===== src/palVideo_defines.svh =====
`ifndef PAL_VIDEO_DEFINES_SVH
`define PAL_VIDEO_DEFINES_SVH

//==========================================================================
// Palette video widths and constants
//==========================================================================

// Palette index inside one bank
// Two banks of 4096 entries make the 8192 word palette RAM
`define PAL_INDEX_W 12

// NeoGeo colour word
`define PAL_WORD_W 16

// One RGB output channel
`define CHAN_W 8

// Master clock cycles per pixel
// 48 MHz divided by 8 gives the 6 MHz dot clock
`define PIX_DIV 8

// System latch address
// Upper bits pick the flag, bit 0 carries the written value
`define LATCH_ADDR_W 4

// Flag selects held by the latch
`define FLAG_SHADOW 0
`define FLAG_PALBANK 7

`endif

===== src/pixelClockGen.sv =====
`timescale 1ns/100ps
`default_nettype none

`include "palVideo_defines.svh"

// Pixel clock enable
// One pulse every PIX_DIV master cycles, phase fixed by reset
module pixelClockGen (
	input wire logic CLK_48M,
	input wire logic nRESET,
	output logic pixEn
);

	localparam int cntW = $clog2(`PIX_DIV);
	localparam logic [cntW-1:0] lastCount = cntW'(`PIX_DIV - 1);

	// Position inside the current pixel
	logic [cntW-1:0] pixCnt;

	always_ff @(posedge CLK_48M) begin
		if (!nRESET) begin
			// Count restarts so the first pulse lands on the eighth edge
			pixCnt <= '0;
			pixEn <= 1'b0;
		end else begin
			// Registered strobe, high for exactly one cycle
			pixEn <= (pixCnt == lastCount);
			if (pixCnt == lastCount) begin
				pixCnt <= '0;
			end else begin
				pixCnt <= pixCnt + 1'b1;
			end
		end
	end

endmodule

`default_nettype wire


===== config.mk =====
export PLATFORM = sky130hd
export DESIGN_NAME = pixelClockGen
export DESIGN_NICKNAME = d
export VERILOG_FILES = /design/src/pixelClockGen.sv
export VERILOG_INCLUDE_DIRS = /design/src
export SDC_FILE = /design/constraint.sdc
export NUM_CORES = 1
export LEC_CHECK = 0
export BUFFER_PORTS_ARGS = -buffer_cell sky130_fd_sc_hd__buf_2
export CAP_MARGIN = 40
export CELL_PAD_IN_SITES_DETAIL_PLACEMENT = 0
export CELL_PAD_IN_SITES_GLOBAL_PLACEMENT = 1
export CORE_AREA = 2 2 39 41
export CTS_CLUSTER_SIZE = 30
export DETAILED_ROUTE_END_ITERATION = 10
export DIE_AREA = 0 0 41 43
export GPL_ROUTABILITY_DRIVEN = 0
export GPL_TIMING_DRIVEN = 0
export PLACE_DENSITY_LB_ADDON = 0.1
export SETUP_SLACK_MARGIN = 0.5
export SLEW_MARGIN = 30
export SYNTH_ARGS = -nofsm -noshare
export SYNTH_HDL_FRONTEND = slang
export SYNTH_SLANG_ARGS = --single-unit

===== constraint.sdc =====
create_clock -name CLK_48M -period 1.97 [get_ports CLK_48M]
set_input_delay 0.197 -clock CLK_48M [delete_from_list [all_inputs] [get_ports CLK_48M]]
set_output_delay 0.197 -clock CLK_48M [all_outputs]
set_load 0.005 [all_outputs]

# --- Yosys cells after proc, flatten, opt, wreduce, memory -nomap -nowiden ---
# Cells that the tools add are included.
word_totals:
  output_inout_bits: 1
  in_bits: 2
  ff_bits: 4
  elab_cells: 6
classes:
  eq_ne: 1
  addsub: 1
  bitwise: 1
  n_reduce_logical: 1
op_table:
  columns: ["operator", "count"]
  rows:
  - ["adder 3 x 1 -> 3 bit, second input constant", 1]
  - ["equality test 3 bit, second input constant", 1]
  - ["OR reduction 2 bit", 1]
  - ["NOT 1 bit", 1]

# --- Depth between registers and ports, before layout ---
logic_depth:
  depth_word: 2
  ltp_mapped: 3
  ltp_nobuf: 3

# --- Worst setup path before layout ---
# No wires, ideal clock.
synth_path:
  path_kind: "register to register"
  start: "register pixCnt[0]"
  end: "register pixCnt[2]"
  t_required_ns: 1.854
  stages_incl_launch_ff: 4
  period_less_slack_ns: 1.015
  setup_time_ns: 0.116
  n_path_buf: 0
  slack_ns: 0.955
  t_arrival_ns: 0.899
  path_cell_list: "dfxtp_1 -> ha_1 -> ha_1 -> and3b_1"
synth_between:
  elab_chain_cells: 2
  elab_cells_between_ends: 3
  cone_classes: "1 x add/sub; 1 x eq/ne; 1 x reduce/logical"
synth_rtl:
  columns: ["element", "line_no", "source"]
  rows:
  - ["start: declaration", "pixelClockGen.sv:18", "logic [cntW-1:0] pixCnt;"]
  - ["start signal: assignment", "pixelClockGen.sv:31", "pixCnt <= pixCnt + 1'b1;"]
  - ["branches (longest 2 deep; another with adder 3 x 1 -> 3 bit)", null, null]
# Parallel ways; which one is timed is not known.
# A chain may end at the register's enable or synchronous reset.

# --- Worst setup path after layout ---
# Same ends and word-level chain as after synthesis.

==> reports/qor.csv <==
metric;value;unit
status;complete, no violations;
drt_iter0_drc;1;
grt.busiest_layer;met3;
yosys_warnings;0;
wl_per_cell;7.23;um
crit_top_cell;ha_1;
p_sw;0.0000373;W
start_util;0.103;
final_antenna_net_count;0;
portBuffers;2;
clock_latency;230;ps
cpPeakStageDelay;310;ps
antenna_found_initial;0;
fill_cells;162;
arrival;1180;ps
post-cts-setup-buffer-count;0;
grt_pass1_vias;99;
first_pass_iters;2;
synth_cells;10;
vias_per_cell;2.97;
drt_wl_total;224;um
maxCapViolCount;0;
syn_area_per_cell;14.3;um2
vias;92;
ctsHoldBuffers;0;
drv_slew;0;
rows;14;
cts_resized;0;
p_per_area;1010;nW/um2
fin_area;195;um2
crit_chain;ha_1, ha_1, and3b_1;
pwr-share-seq;0.451;
met1_usage;0.0353;
track_usage;0.0451;
fin_worst_skew;4.98;ps
max_freq;953;MHz
syn_nets;14;
die_x;41;um
switching_share;0.189;
hpwl;160;um
crit_family;adder cells;
power_frac_clock;0.505;
slowest_stage;dfxtp_1;
ys_ff_latch;4;
post_dp_cell_area;173;um2
final_layout_size_suffix_gt1_frac;0.467;
irDropWorstVdd;256;uV
fin_nets;21;
grt_max_degree;5;
worst_pin_slew;157;ps
final.setup.tns;0;ps
grtUsageMet3;0.0942;
yosysUniqueCellTypes;5;
hold_viol;0;
cts_tree;built;
die_h;43;um
cp.required;2100;ps
cts.sinks;4;
combPwrFrac;0.044;
core_area;1380;um2
final-setup-viol-count;0;
internal_power;0.000160;W
gr-usage-met2;0.0406;
grt_setup_unrepaired;no;
grt_overflow;0;
crit_type;flip-flop to flip-flop;
cp-start-kind;flip-flop;
path_clk_slew;40;ps
slew_headroom;0.895;
multiInputGateArea;62.6;um2
critPathBufInv;0;
die-area;1760;um2
power.static_leakage;0.0970;nW
numCtsBuffers;3;
grt_pass1_wl;393;um
area_growth;36.8;%
clock_path_buffers;2;
fin_crit_sh;0.532;
regArea;80.1;um2
ioPinCount;3;
drc;0;
hold_path.class;input pin to flip-flop;
antenna_cells;0;
syn-cell-area;143;um2
cts_root_buf;clkbuf_4;
ys_seq_area_frac;0.561;
cp-end-kind;flip-flop;
fin_crit;1050;ps
path_max_fanout;2;
cts_max_level;1;
==> power groups by stage <==
stage | Clock (W) | Combinational [W] | Sequential (W)
5_1_grt | 0.000115 | 0.0000104 | 0.0000896
2_1_floorplan | 0 | 0.00000614 | 0.0000898
3_5_place_dp | 0 | 0.00000910 | 0.0000903
4_1_cts | 0.000107 | 0.00000904 | 0.0000890
3_3_place_gp | 0 | 0.00000864 | 0.0000903
6_report | 0.0000998 | 0.00000868 | 0.0000890
==> metal layers <==
| metal | part of all wire | vias to the layer above |
|---|---|---|
| li1 | - | 46 |
| met1 | 0.42 | 39 |
| met2 | 0.36 | 7 |
| met3 | 0.22 | 0 |
| met4 | 0 | 0 |
| met5 | 0 | - |
==> worst register-to-register path, delay by kind of cell (launching register included) <==
kind / cells / cell delay (ps)
flops: 1 / 310
fa+ha+maj: 2 / 460
simple gates: 1 / 170
==> per-stage QoR <==
step	std cells	setup WS, ps	power, W	utilization	hold WS [ps]
2_1_floorplan	10	955	0.0000960	-	339
3_3_place_gp	28	923	0.0000989	0.125	446
3_5_place_dp	28	916	0.0000994	0.125	445
4_1_cts	31	917	0.000205	0.141	225
5_1_grt	31	859	0.000215	0.141	226
6_report	31	921	0.000197	0.141	230
==> final cells by class <==
| type | instances | area share |
|---|---|---|
| clock buffer | 3 | 0.115 |
| tap | 16 | 0.103 |
| sequential | 4 | 0.410 |
| timing repair buffer | 2 | 0.0513 |
| multi-input combinational | 6 | 0.321 |
==> registers in the layout, indices dropped and copies added (netlist names) <==
signal  cells
pixCnt      3
pixEn       1
==> kinds of logic after synthesis <==
group | Yosys count | synth area share
flops | 4 | 0.561
simple gates | 4 | 0.263
fa+ha+maj | 2 | 0.175
==> cells in the final DEF (no fill, tap or decap) <==
master	instances
buf_2	2
and2_2	1
nor3b_2	1
ha_1	2
clkbuf_4	3
dfxtp_1	4
and3b_1	2
==> synthesized netlist by cell type (all sizes together) <==
cell type,number,area (um2)
and3b,2,17.5
nor3b,1,12.5
and2,1,7.51
dfxtp,4,80.1
ha,2,25.0
==> path summary, 6_finish.rpt <==
path                                start        end  slack [ps]  cells past startpoint
worst max register to register  pixCnt[0]  pixCnt[2]         920                      3
worst max-delay path            pixCnt[0]  pixCnt[2]         920                      3
worst min register to register  pixCnt[0]  pixCnt[0]         450                      1
worst min-delay path               nRESET      pixEn         230                      2
Note: power is estimated with default switching activity, not from simulation.
