<file path="src/palVideo_defines.svh">
`ifndef PAL_VIDEO_DEFINES_SVH
`define PAL_VIDEO_DEFINES_SVH

//==========================================================================
// Palette video widths and constants
//==========================================================================

// Palette index inside one bank
// Two banks of 4096 entries make the 8192 word palette RAM
`define PAL_INDEX_W 12

// NeoGeo colour word
`define PAL_WORD_W 16

// One RGB output channel
`define CHAN_W 8

// Master clock cycles per pixel
// 48 MHz divided by 8 gives the 6 MHz dot clock
`define PIX_DIV 8

// System latch address
// Upper bits pick the flag, bit 0 carries the written value
`define LATCH_ADDR_W 4

// Flag selects held by the latch
`define FLAG_SHADOW 0
`define FLAG_PALBANK 7

`endif
</file>
<file path="src/ctrlPkg.sv">
`default_nettype none

`include "palVideo_defines.svh"

//==========================================================================
// CPU side types
//==========================================================================

package ctrlPkg;

	// System latch address
	// Upper three bits select one flag, bit 0 is the value stored
	typedef logic [`LATCH_ADDR_W-1:0] latchAddr_t;

	// Palette bank select, one bit for two banks
	typedef logic palBank_t;

endpackage

`default_nettype wire

</file>
<file path="src/sysLatch.sv">
`timescale 1ns/100ps
`default_nettype none

`include "palVideo_defines.svh"

//==========================================================================
// System latch
//==========================================================================

// Addressable bit latch written by the CPU
// Only shadow and palette bank are kept here
module sysLatch (
	input wire logic CLK_48M,
	input wire logic nRESET,
	input wire logic latchWrite,
	input wire ctrlPkg::latchAddr_t latchAddr,
	output logic shadow,
	output ctrlPkg::palBank_t palBank
);

	// Flag select field is the address without the data bit
	localparam int selW = `LATCH_ADDR_W - 1;

	localparam logic [selW-1:0] selShadow = selW'(`FLAG_SHADOW);
	localparam logic [selW-1:0] selPalBank = selW'(`FLAG_PALBANK);

	// Decoded write fields
	logic [selW-1:0] flagSel;
	logic flagVal;

	assign flagSel = latchAddr[`LATCH_ADDR_W-1:1];
	assign flagVal = latchAddr[0];

	always_ff @(posedge CLK_48M) begin
		if (!nRESET) begin
			// Power up with full brightness and bank 0
			shadow <= 1'b0;
			palBank <= 1'b0;
		end else if (latchWrite) begin
			// One flag per strobe takes effect on the next cycle
			case (flagSel)
				selShadow: begin
					shadow <= flagVal;
				end
				selPalBank: begin
					palBank <= flagVal;
				end
				default: begin
					// Other selects are not stored in this latch
				end
			endcase
		end
	end

endmodule

`default_nettype wire

</file>
<file path="config.mk">
export PLATFORM = sky130hd
export DESIGN_NAME = sysLatch
export DESIGN_NICKNAME = d
export VERILOG_FILES = /design/src/ctrlPkg.sv /design/src/sysLatch.sv
export VERILOG_INCLUDE_DIRS = /design/src
export SDC_FILE = /design/constraint.sdc
export NUM_CORES = 1
export LEC_CHECK = 0
export ABC_AREA = 1
export BUFFER_PORTS_ARGS = -buffer_cell sky130_fd_sc_hd__buf_2
export CAP_MARGIN = 20
export CORE_AREA = 2 2 39 41
export DETAILED_ROUTE_END_ITERATION = 7
export DIE_AREA = 0 0 41 43
export PLACE_DENSITY = 0.3
export SYNTH_ARGS = -nofsm -noshare
export SYNTH_HDL_FRONTEND = slang
export SYNTH_SLANG_ARGS = --single-unit
</file>
<file path="constraint.sdc">
create_clock -name CLK_48M -period 0.8 [get_ports CLK_48M]
set_input_delay 0 -clock CLK_48M [delete_from_list [all_inputs] [get_ports CLK_48M]]
set_output_delay 0 -clock CLK_48M [all_outputs]
set_load 0.01 [all_outputs]
</file>
# ---- After elaboration in Yosys (flattened, before gate mapping)
# Index checks and enable logic that the tools add are counted.
# W data, S select, Z words.
dict set report totals {
  output_inout_bits 2
  reg_bits 2
}
dict set report op_classes {
  n_eq_ne 1
  reduce_logical 3
}
# op n
set ops {}
lappend ops {{$reduce_and A2 Y1} 2}
lappend ops {{$eq A3 B3 Y1 const B} 1}
lappend ops {{$logic_not A3 Y1} 1}

# ---- Longest topological paths before layout
dict set report logic_depth {
  depth_word 2
  depth_mapped 5
  mapped_depth_nobuf 5
}

# ---- Least setup slack after synthesis
# OpenSTA, ideal clock, no wires.
dict set report synth_path {
  kind {reg2reg}
  startpoint {reg, netlist name shadow}
  endpoint {reg shadow}
  arrival_ns 0.474
  synth_period_minus_slack_ns 0.589
  required_time_ns 0.685
  setup_ns 0.115
  path_stages_with_launch 3
  setup_slack_ns 0.211
  path_cell_list {dfxtp_1 -> a21oi_1 -> nor2_1}
}
# item line
set synth_lines {}
lappend synth_lines {{to (signal assigned)} sysLatch.sv:43} ;# shadow <= flagVal;
lappend synth_lines {{to (decl)} sysLatch.sv:17} ;# output logic shadow,

# ---- Final worst setup path
dict set report layout_path {
  startpoint {reg palBank}
  endpoint {out palBank}
}
# item line
set layout_lines {}
lappend layout_lines {{from (decl)} sysLatch.sv:18} ;# output ctrlPkg::palBank_t palBank
lappend layout_lines {{from (signal assigned)} sysLatch.sv:46} ;# palBank <= flagVal;
# No word-level cell between the ends.

==> impl_metrics.py <==
metrics = {
    "yosys": {
        "synth-seq-area-share_pct": 38.6,
        "ys_types": 7,
        "netlist_area_sq_um": 104,
        "ys_ff_latch": 2,
        "syn_nets": 24,
        "avgSynthCellArea_sq_um": 6.11,
        "ys_warn_count": 0,
        "syn_inst": 17,
    },
    "pwr": {
        "p_int_mw": 0.290,
        "p_sw_share_pct": 21.9,
        "p_leak_nw": 0.0981,
        "switchingPower_mw": 0.0815,
        "max-vdd-ir-drop_v": 0.000936,
        "comb_power_share_pct": 11.5,
        "power.share.sequential_pct": 28.5,
        "power_frac_clock_pct": 60.1,
        "p_per_area_nw_per_um2": 1990,
    },
    "placement": {
        "gp_congestion": 0.627,
        "placed_cells": 41,
        "io_buffers": 8,
    },
    "timing": {
        "fin_tns_setup_ns": 0,
        "skew_ns": 0,
        "worst_slew_margin_rel_pct": 91.0,
        "slew_viol_final": 0,
        "period_needed_ns": 0.678,
        "worstMarginPinSlew_ns": 0.135,
        "rsz0062_at_grt": "no",
        "hold_violations": 0,
        "fmax_mhz": 1480,
        "min_period_over_period_pct": 84.7,
        "setup_viol": 0,
    },
    "clock_tree": {
        "cts_setup_buffers": 0,
        "cts_buffers": 3,
        "worst_skew_pair.late_latency_ns": 0.22,
        "cts_resized": 0,
        "clock-root-buffer": "clkbuf_4",
        "cts_max_path_buffers": 2,
        "cts_tree": "built",
        "cts_max_level": 1,
        "path_clk_slew_ns": 0.03,
        "clock_sinks": 2,
        "hold_buffers": 0,
    },
    "floorplanning": {
        "die-area_sq_um": 1760,
        "die_x_um": 41,
        "die_h_um": 43,
        "start_util_pct": 7.50,
        "fp-row-count": 14,
        "core_sq_um": 1380,
        "ios": 9,
    },
    "setup_path": {
        "critPathRequiredTime_ns": 0.80,
        "cp-start-kind": "flip-flop",
        "path_buf_inv": 1,
        "worstSetupPathType": "flip-flop to output port",
        "path_cells": "buf_2",
        "rr_worst_depth": 2,
        "path_max_fanout": 2,
        "cp_top_family": "flip-flops",
        "cp.depth": 1,
        "critPathArrivalTime_ns": 0.68,
        "slowest_delay_ns": 0.32,
        "cp_slowest_cell": "dfxtp_1",
        "crit_path_end_kind": "output port",
    },
    "drt": {
        "wl_per_cell_um": 7.39,
        "via_count": 135,
        "route.detailed.drc": 0,
        "drt_iter0_drc": 11,
        "dr.pass1.iters": 3,
        "avgViaCountPerCell": 3.07,
        "totalWireLength_um": 325,
        "ant_nets": 0,
    },
    "run_status": {
        "status": "complete, no violations",
    },
    "worst_hold_path": {
        "min_path_type": "primary input to flip-flop",
        "min_path_cells": 3,
    },
    "global_route": {
        "grt_overflow_total": 0,
        "grt_pass1_wl_um": 593,
        "grt_pass1_vias": 149,
        "antenna_found_initial": 0,
        "grt_max_degree": 3,
        "track_usage_pct": 6.11,
    },
    "layout": {
        "fillCellCount": 160,
        "nets": 37,
        "diodes": 0,
        "drive_gt1_share_pct": 46.4,
        "layout_common_cells": "8 x buf_2, 5 x nand2_1, 4 x nor2_1, 3 x clkbuf_4",
        "fin_cells": 44,
        "syn_to_final_growth_pct": 79.5,
        "layout_commonest_cell": "buf_2",
    },
    "flow_run": {
        "cap_violations": 0,
    },
}
[final cells by class]
cell class	instances	area, sq um	area share [%]
Timing Repair Buffer	8	40.0	21.5
Clock buffer	3	22.5	12.1
Inverter	2	7.51	4.03
Multi-Input combinational cell	13	56.3	30.2
Tap cell	16	20.0	10.7
Sequential cell	2	40.0	21.5
[per-layer routing]
layer | GRT usage (%) | routed length (um)
met2 | 4.38 | 64
met3 | 11.5 | 106
met5 | 0 | 0
met4 | 4.00 | 0
met1 | 6.05 | 154
[sequential cells by signal, summed over array words and instances, names as in the netlist]
signal and flops:
shadow 1, palBank 1
[cells by family after synthesis]
| logic type | Yosys count | synth area share, % |
|---|---|---|
| buffers and inverters | 2 | 7.23 |
| AO/OA/AOI/OAI | 1 | 4.81 |
| flip-flops | 2 | 38.6 |
| AND/OR/NAND/NOR | 12 | 49.4 |
[power groups by stage]
stage	logic [mW]	registers [mW]	clock network (mW)
final	0.0426	0.106	0.223
after global placement	0.0439	0.107	0
after global routing	0.0498	0.106	0.258
after floorplan	0.0177	0.109	0
after CTS	0.0430	0.106	0.235
after detailed placement	0.0430	0.107	0
[stage by stage]
stage                     setup slack (ns)  util (%)  total power, mW  hold slack (ns)  instance area (sq um)
after floorplan                      0.211         -            0.126            0.120                    104
after global placement               0.219      11.8            0.151            0.250                    164
after detailed placement             0.228      11.8            0.150            0.246                    164
after CTS                            0.118      13.5            0.383          0.00583                    186
after global routing                0.0876      13.5            0.414           0.0144                    186
final                                0.122      13.5            0.372           0.0135                    186
[worst paths after layout]
path / slack, ns / startpoint / end
min: 0.01 / nRESET / shadow$_SDFFE_PN0P_
max reg2reg: 0.23 / shadow$_SDFFE_PN0P_ / shadow$_SDFFE_PN0P_
min reg2reg: 0.48 / shadow$_SDFFE_PN0P_ / shadow$_SDFFE_PN0P_
max: 0.12 / palBank$_SDFFE_PN0P_ / palBank
[Yosys cell counts]
| cell type | n | area, sq um |
|---|---|---|
| inv_1 | 2 | 7.51 |
| dfxtp_1 | 2 | 40.0 |
| nor2_1 | 4 | 15.0 |
| nand3_1 | 1 | 5.00 |
| nor2_2 | 2 | 12.5 |
| nand2_1 | 5 | 18.8 |
| a21oi_1 | 1 | 5.00 |
(Power assumes the default switching activity.)
