$ cat config.mk
export PLATFORM = sky130hd
export DESIGN_NAME = colorOutput
export DESIGN_NICKNAME = d
export VERILOG_FILES = /design/src/colorPkg.sv /design/src/colorOutput.sv
export VERILOG_INCLUDE_DIRS = /design/src
export SDC_FILE = /design/constraint.sdc
export NUM_CORES = 1
export LEC_CHECK = 0
export ABC_AREA = 1
export BUFFER_PORTS_ARGS = -buffer_cell sky130_fd_sc_hd__buf_2
export CAP_MARGIN = 20
export CORE_MARGIN = 1
export CORE_UTILIZATION = 46
export DETAILED_ROUTE_END_ITERATION = 10
export PLACE_DENSITY = 0.84
export SETUP_SLACK_MARGIN = 0.1
export SYNTH_ARGS = -nofsm -noshare
export SYNTH_HDL_FRONTEND = slang
export SYNTH_SLANG_ARGS = --single-unit
export TNS_END_PERCENT = 1
$ cat constraint.sdc
create_clock -name CLK_48M -period 1.48 [get_ports CLK_48M]
set_input_delay 0.37 -clock CLK_48M [delete_from_list [all_inputs] [get_ports CLK_48M]]
set_output_delay 0.37 -clock CLK_48M [all_outputs]
set_load 0.05 [all_outputs]
$ cat src/palVideo_defines.svh
`ifndef PAL_VIDEO_DEFINES_SVH
`define PAL_VIDEO_DEFINES_SVH

//==========================================================================
// Palette video widths and constants
//==========================================================================

// Palette index inside one bank
// Two banks of 4096 entries make the 8192 word palette RAM
`define PAL_INDEX_W 12

// NeoGeo colour word
`define PAL_WORD_W 16

// One RGB output channel
`define CHAN_W 8

// Master clock cycles per pixel
// 48 MHz divided by 8 gives the 6 MHz dot clock
`define PIX_DIV 8

// System latch address
// Upper bits pick the flag, bit 0 carries the written value
`define LATCH_ADDR_W 4

// Flag selects held by the latch
`define FLAG_SHADOW 0
`define FLAG_PALBANK 7

`endif
$ cat src/colorPkg.sv
`default_nettype none

`include "palVideo_defines.svh"

//==========================================================================
// Pixel side types
//==========================================================================

package colorPkg;

	// Index into one palette bank
	// The bank bit comes from the system latch, not from the pixel
	typedef logic [`PAL_INDEX_W-1:0] palIndex_t;

	// NeoGeo colour word as stored in palette RAM
	// Bit 15 dark bit
	// Bits 14, 13, 12 low bits of red, green, blue
	// Bits 11..8 red, 7..4 green, 3..0 blue (upper four bits each)
	typedef logic [`PAL_WORD_W-1:0] palWord_t;

	// One expanded output channel
	typedef logic [`CHAN_W-1:0] channel_t;

endpackage

`default_nettype wire

$ cat src/colorOutput.sv
`timescale 1ns/100ps
`default_nettype none

`include "palVideo_defines.svh"

//==========================================================================
// Colour output stage
//==========================================================================

// Turns the palette word into 24-bit RGB
// Applies shadow and lines the blanking up with the colour
module colorOutput (
	input wire logic CLK_48M,
	input wire logic nRESET,
	input wire logic pixEn,
	input wire colorPkg::palWord_t rdWord,
	input wire logic shadow,
	input wire logic chbl,
	input wire logic bnkb,
	output colorPkg::channel_t red,
	output colorPkg::channel_t green,
	output colorPkg::channel_t blue,
	output logic hblank,
	output logic vblank
);

	// Expand one channel
	// hi is the upper nibble, lo the shared low bit from 14..12
	function automatic colorPkg::channel_t expandChan(
		input logic [3:0] hi,
		input logic lo,
		input logic dark,
		input logic shade
	);
		logic [6:0] v6;
		colorPkg::channel_t v8;
		// 6-bit value, nibble then low bit then nibble MSB again
		// Dark bit takes one step off, extra bit catches the underflow
		v6 = {1'b0, hi, lo, hi[3]} - 7'(dark);
		// Clamp at black, else widen by repeating bits 4 and 3
		v8 = v6[6] ? '0 : {v6[5:0], v6[4:3]};
		// Shadow halves the channel
		return shade ? {1'b0, v8[`CHAN_W-1:1]} : v8;
	endfunction

	//==========================================================================
	// Combinational conversion
	//==========================================================================

	colorPkg::channel_t redNext;
	colorPkg::channel_t greenNext;
	colorPkg::channel_t blueNext;

	// Dark bit is shared by all three channels
	assign redNext = expandChan(rdWord[11:8], rdWord[14], rdWord[15], shadow);
	assign greenNext = expandChan(rdWord[7:4], rdWord[13], rdWord[15], shadow);
	assign blueNext = expandChan(rdWord[3:0], rdWord[12], rdWord[15], shadow);

	//==========================================================================
	// Output registers
	//==========================================================================

	// Blanking samples taken at the pixel strobe
	logic chblQ;
	logic chblQ2;
	logic bnkbQ;

	always_ff @(posedge CLK_48M) begin
		if (!nRESET) begin
			red <= '0;
			green <= '0;
			blue <= '0;
			hblank <= 1'b0;
			vblank <= 1'b0;
			chblQ <= 1'b0;
			chblQ2 <= 1'b0;
			bnkbQ <= 1'b0;
		end else if (pixEn) begin
			// Word from the previous strobe, shadow as it is now
			red <= redNext;
			green <= greenNext;
			blue <= blueNext;
			// bnkb is active low, so vblank is its inverse
			bnkbQ <= bnkb;
			vblank <= ~bnkbQ;
			// chbl runs one pixel further behind than bnkb
			chblQ <= chbl;
			chblQ2 <= chblQ;
			hblank <= chblQ2;
		end
	end

endmodule

`default_nettype wire

-- After elaboration in Yosys (flattened, before gate mapping)
Index checks and enable logic that the tools add are counted.
- flip-flop bits (word level): 29
- input port bits: 22
- output and inout port bits: 26
- logic and storage cells: 18
- add/subtract/negate cells: 3
- mux-type cells: 6
- bitwise operators: 1
- operators by type and width (operator ; number):
    2-to-1 mux 8 bit ; 6
    subtractor 6 x 1 -> 7 bit ; 3
    NOT 1 bit ; 1

-- Logic depth before layout (Yosys ltp)
- depth after elaboration: 3
- mapped depth: 11
- depth with buffers taken out: 11

-- Worst setup path before layout
OpenSTA, ideal clock, no wires.
- kind: in2reg
- from: input port rdWord[3]
- to: register blue[1]
- data arrival time: 1419 ps
- data required time: 1367 ps
- slack: -52 ps
- stages on the path: 10
- path buffers: 0
- cells stage by stage: inv_1 > ha_1 > ha_1 > inv_1 > nor2_1 > nand3_2 > nand2_1 > nor2_1 > o21ai_1 > inv_1
- longest elaborated chain between the ends: 3
- ends and longest elaborated chain (item ; RTL line ; text):
    start: declaration ; colorOutput.sv:16 ; input wire colorPkg::palWord_t rdWord,
    subtractor 6 x 1 -> 7 bit ; colorOutput.sv:39 ; v6 = {1'b0, hi, lo, hi[3]} - 7'(dark);
    2-to-1 mux 8 bit ; colorOutput.sv:41 ; v8 = v6[6] ? '0 : {v6[5:0], v6[4:3]};
    2-to-1 mux 8 bit ; colorOutput.sv:43 ; return shade ? {1'b0, v8[`CHAN_W-1:1]} : v8;
    end signal: assignment ; colorOutput.sv:82 ; blue <= blueNext;
    end: declaration ; colorOutput.sv:22 ; output colorPkg::channel_t blue,
Every way passes these cells.
A chain may end at the register's enable or synchronous reset.

-- Final worst setup path
- from: register red[5]
- to: output port red[5]
- RTL lines (item ; RTL line ; text):
    start: declaration ; colorOutput.sv:20 ; output colorPkg::channel_t red,
    start signal: assignment ; colorOutput.sv:80 ; red <= redNext;
No word-level cell between the ends.

==> results.md <==
* Clk Latency, worst-skew pair at approximately 330 ps
* Cells after synthesis at around 260
* Nets@finish at ~340
* Pleak at around 1.2 nW
* First-pass GRT wire length at roughly 6 mm
* Placed Area at about 2000 um^2
* CP startpoint: red[5]
* Placed cell count at around 350
* MaxCap Viol Count at 0
* Initial antenna violation count at 0
* Most common cell after layout, fill and taps aside: nand2_1
* Core Rows at 21
* Crit path max-delay family: flip-flops
* Synth Register Bits at 26
* Die height at about 61 um
* Final period utilization at 0.932
* Wire per inst at 10.4 um
* Post-CTS Setup Inserts at 0
* Mapped cell area at around 1600 um^2
* Syn_area_per_cell at roughly 6.3 um^2
* Warning count from the yosys run at 0
* CTS Root Cell: clkbuf_4
* Largest net degree at the start of global routing at 18
* Main combinational cell family by area after synthesis: simple AND/OR/NAND/NOR gates
* Die Width at between 60 and 70 um
* Max incr delay on CP at 430 ps
* Hpwl dp at 2.96 mm
* Vias in the first global route at around 1,500
* Worst Path Max Fanout at 3
* Highest clock rate at 0.725 GHz
* Crit path to: red[5]
* Critical path class: flop to primary output
* Worst-path cell chain: clkbuf_4
* Post-Layout Inst Area at between 2000 and 2500 um^2
* CTS H-Tree Depth at 1
* Share of layout cells above drive strength 1 at 0.252
* Area Growth Syn to Fin at 26.3%
* Area of the die at 3750 um^2
* Final Setup Violations at 0
* Crit-path slowest cell: dfxtp_1
* 1st-pass router iterations at 6
* Number of I/O port buffers at 47
* Pint at between 1 and 1.5 mW
* Initial Util at 0.480
* Top-level port count at 48
* Startpoint Class: flop
* Hold Vio Cnt, Final at 0
* Synth cell types at 25
* FF-to-FF path depth at 4
* DRC at 0
* Power Density at roughly 880 nW/um^2
* Total grt overflow at 0
* CP Buf/Inv Count at 1
* Reg2reg end: green[3]
* CTS Buf Count at 3
* Mux share of post-synthesis cell area at 0
* Skew final at between 0.2 and 0.3 ps
* Cell count along the critical path at 1
* Max-slew violation count at 0
* Max clock buf depth at 2
* ANT nets after route at 0
* Slew HR at 0.803
* Maximum VDD drop at 0.000728 V
* Synth Area in Compound Gates at 0.0674
* Simple-gate area share of the yosys netlist at 0.406
* Critical path capture point type: primary output
* Sequential area share after synthesis at 0.322
* Hold_buf cts at 0
* Synth Net Count at about 290
* Core area at 3360 um^2
* Sw power at just over 0.6 mW
* CTS tree: built
* Req. time, crit path at about 1100 ps
* Synth Area in XOR/XNOR at 0.0163
* CTS clock-pin slew for the worst setup and hold paths at approximately 140 ps
* Flop pwr share at 0.430
* Combinational Power Share at 0.300
* Starting DRC count in detailed routing at between 70 and 80
* Worst-Margin Slew at between 200 and 300 ps
* Worst r2r src: green[3]
* Hold WC Path Type: input port to flop
* Internal reg-to-reg setup slack at roughly 760 ps
* ANT cells at 0
* Vias per inst at roughly 4.8
* RSZ-0062 raised after global routing: yes
* Clock power share at 0.270
* DR vias at ~1,700
* Outcome: finished, final reports clean
* Adder-cell share of the synthesized area at 0.0465
* Most frequent cells in the layout: 74 x nand2_1, 44 x buf_2, 40 x inv_1, 35 x nand3_1
* Routed wire length at roughly 3.7 mm
* Non-Filler Instances at roughly 360
* Clk sinks at 26
* Final min period at 1380 ps
* Routability Congestion at 0.798
* Sw frac at 0.339
* Worst EP arrival at ~1000 ps
* GR Util All Layers at 0.213
## state kept, by name, summed over array words and instances (netlist names)
name / flops
chblQ: 1
blue: 7
bnkbQ: 1
hblank: 1
red: 7
chblQ2: 1
green: 7
vblank: 1
## routing by layer
metal / vias to the layer above / part of all wire / track usage
li1: 909 / - / -
met1: 749 / 0.44 / 0.241
met2: 36 / 0.50 / 0.402
met3: 6 / 0.034 / 0.0399
met4: 0 / 0.018 / 0.0617
met5: - / 0 / 0
## kinds of logic after synthesis
logic type	after synthesis
adders and majority gates	6
buffers and inverters	53
DFF	26
and+or+nand+nor	148
AOI/OAI and AO/OA	21
xor gates and xnor gates	3
## worst min-delay path: cells and delay by family
kind	cells	cell delay [ps]
simple gates	2	110
buf+inv	1	80
## power groups by stage
stage,Combinational [mW],Sequential (mW),Clock [mW]
CTS,0.539,0.773,0.500
finish,0.539,0.773,0.486
floorplan,0.242,0.932,0
global route,0.593,0.779,0.523
detailed placement,0.536,0.788,0
global placement,0.525,0.788,0
## how the worst min path moves through the flow
stage | startpoint | to | slack [ps] | cells after the start
after floorplan | bnkbQ | vblank | 400 | 1
after global placement | bnkbQ | vblank | 410 | 1
after detailed placement | bnkbQ | vblank | 440 | 1
after CTS | chbl | chblQ | 250 | 3
after global routing | bnkb | bnkbQ | 250 | 3
final | chbl | chblQ | 260 | 3
## layout make-up
class	count	area, um^2
clock inverters	1	30.0
clock buffers	3	22.5
flip-flops and latches	26	520
multi-input cells	178	898
inverters	43	166
fillers	335	1320
repair buffers	59	345
well taps	46	57.6
## stage by stage
stage	worst slack [ps]	TNS [ps]	power, mW	utilization	hold WS (ps)
3_3_place_gp	-136	-1020	1.31	0.589	411
2_1_floorplan	61.3	0	1.17	-	401
4_1_cts	86.6	0	1.81	0.605	250
5_1_grt	78.4	0	1.90	0.607	251
3_5_place_dp	-145	-1460	1.32	0.589	445
6_report	101	0	1.80	0.607	255
## synth_stat cells, drive strengths merged
master / n / area (um^2)
nand2: 75 / 284
inv: 42 / 158
nand3: 38 / 213
nor2: 30 / 130
dfxtp: 26 / 521
o21ai: 11 / 55.1
a21oi: 8 / 40.0
buf: 7 / 55.1
ha: 6 / 75.1
clkbuf: 3 / 11.3
nand4: 3 / 18.8
xor2: 3 / 26.3
nor3: 2 / 10.0
a21boi: 1 / 7.51
a31oi: 1 / 6.26
clkinv: 1 / 5.00
## timing repair
action                                  4_1_cts  5_1_grt
endpoints found under the setup margin        2        4
gates resized for setup                       1        2
endpoints found under the hold margin         0        0
No activity file was read; power rests on OpenSTA's default activity.
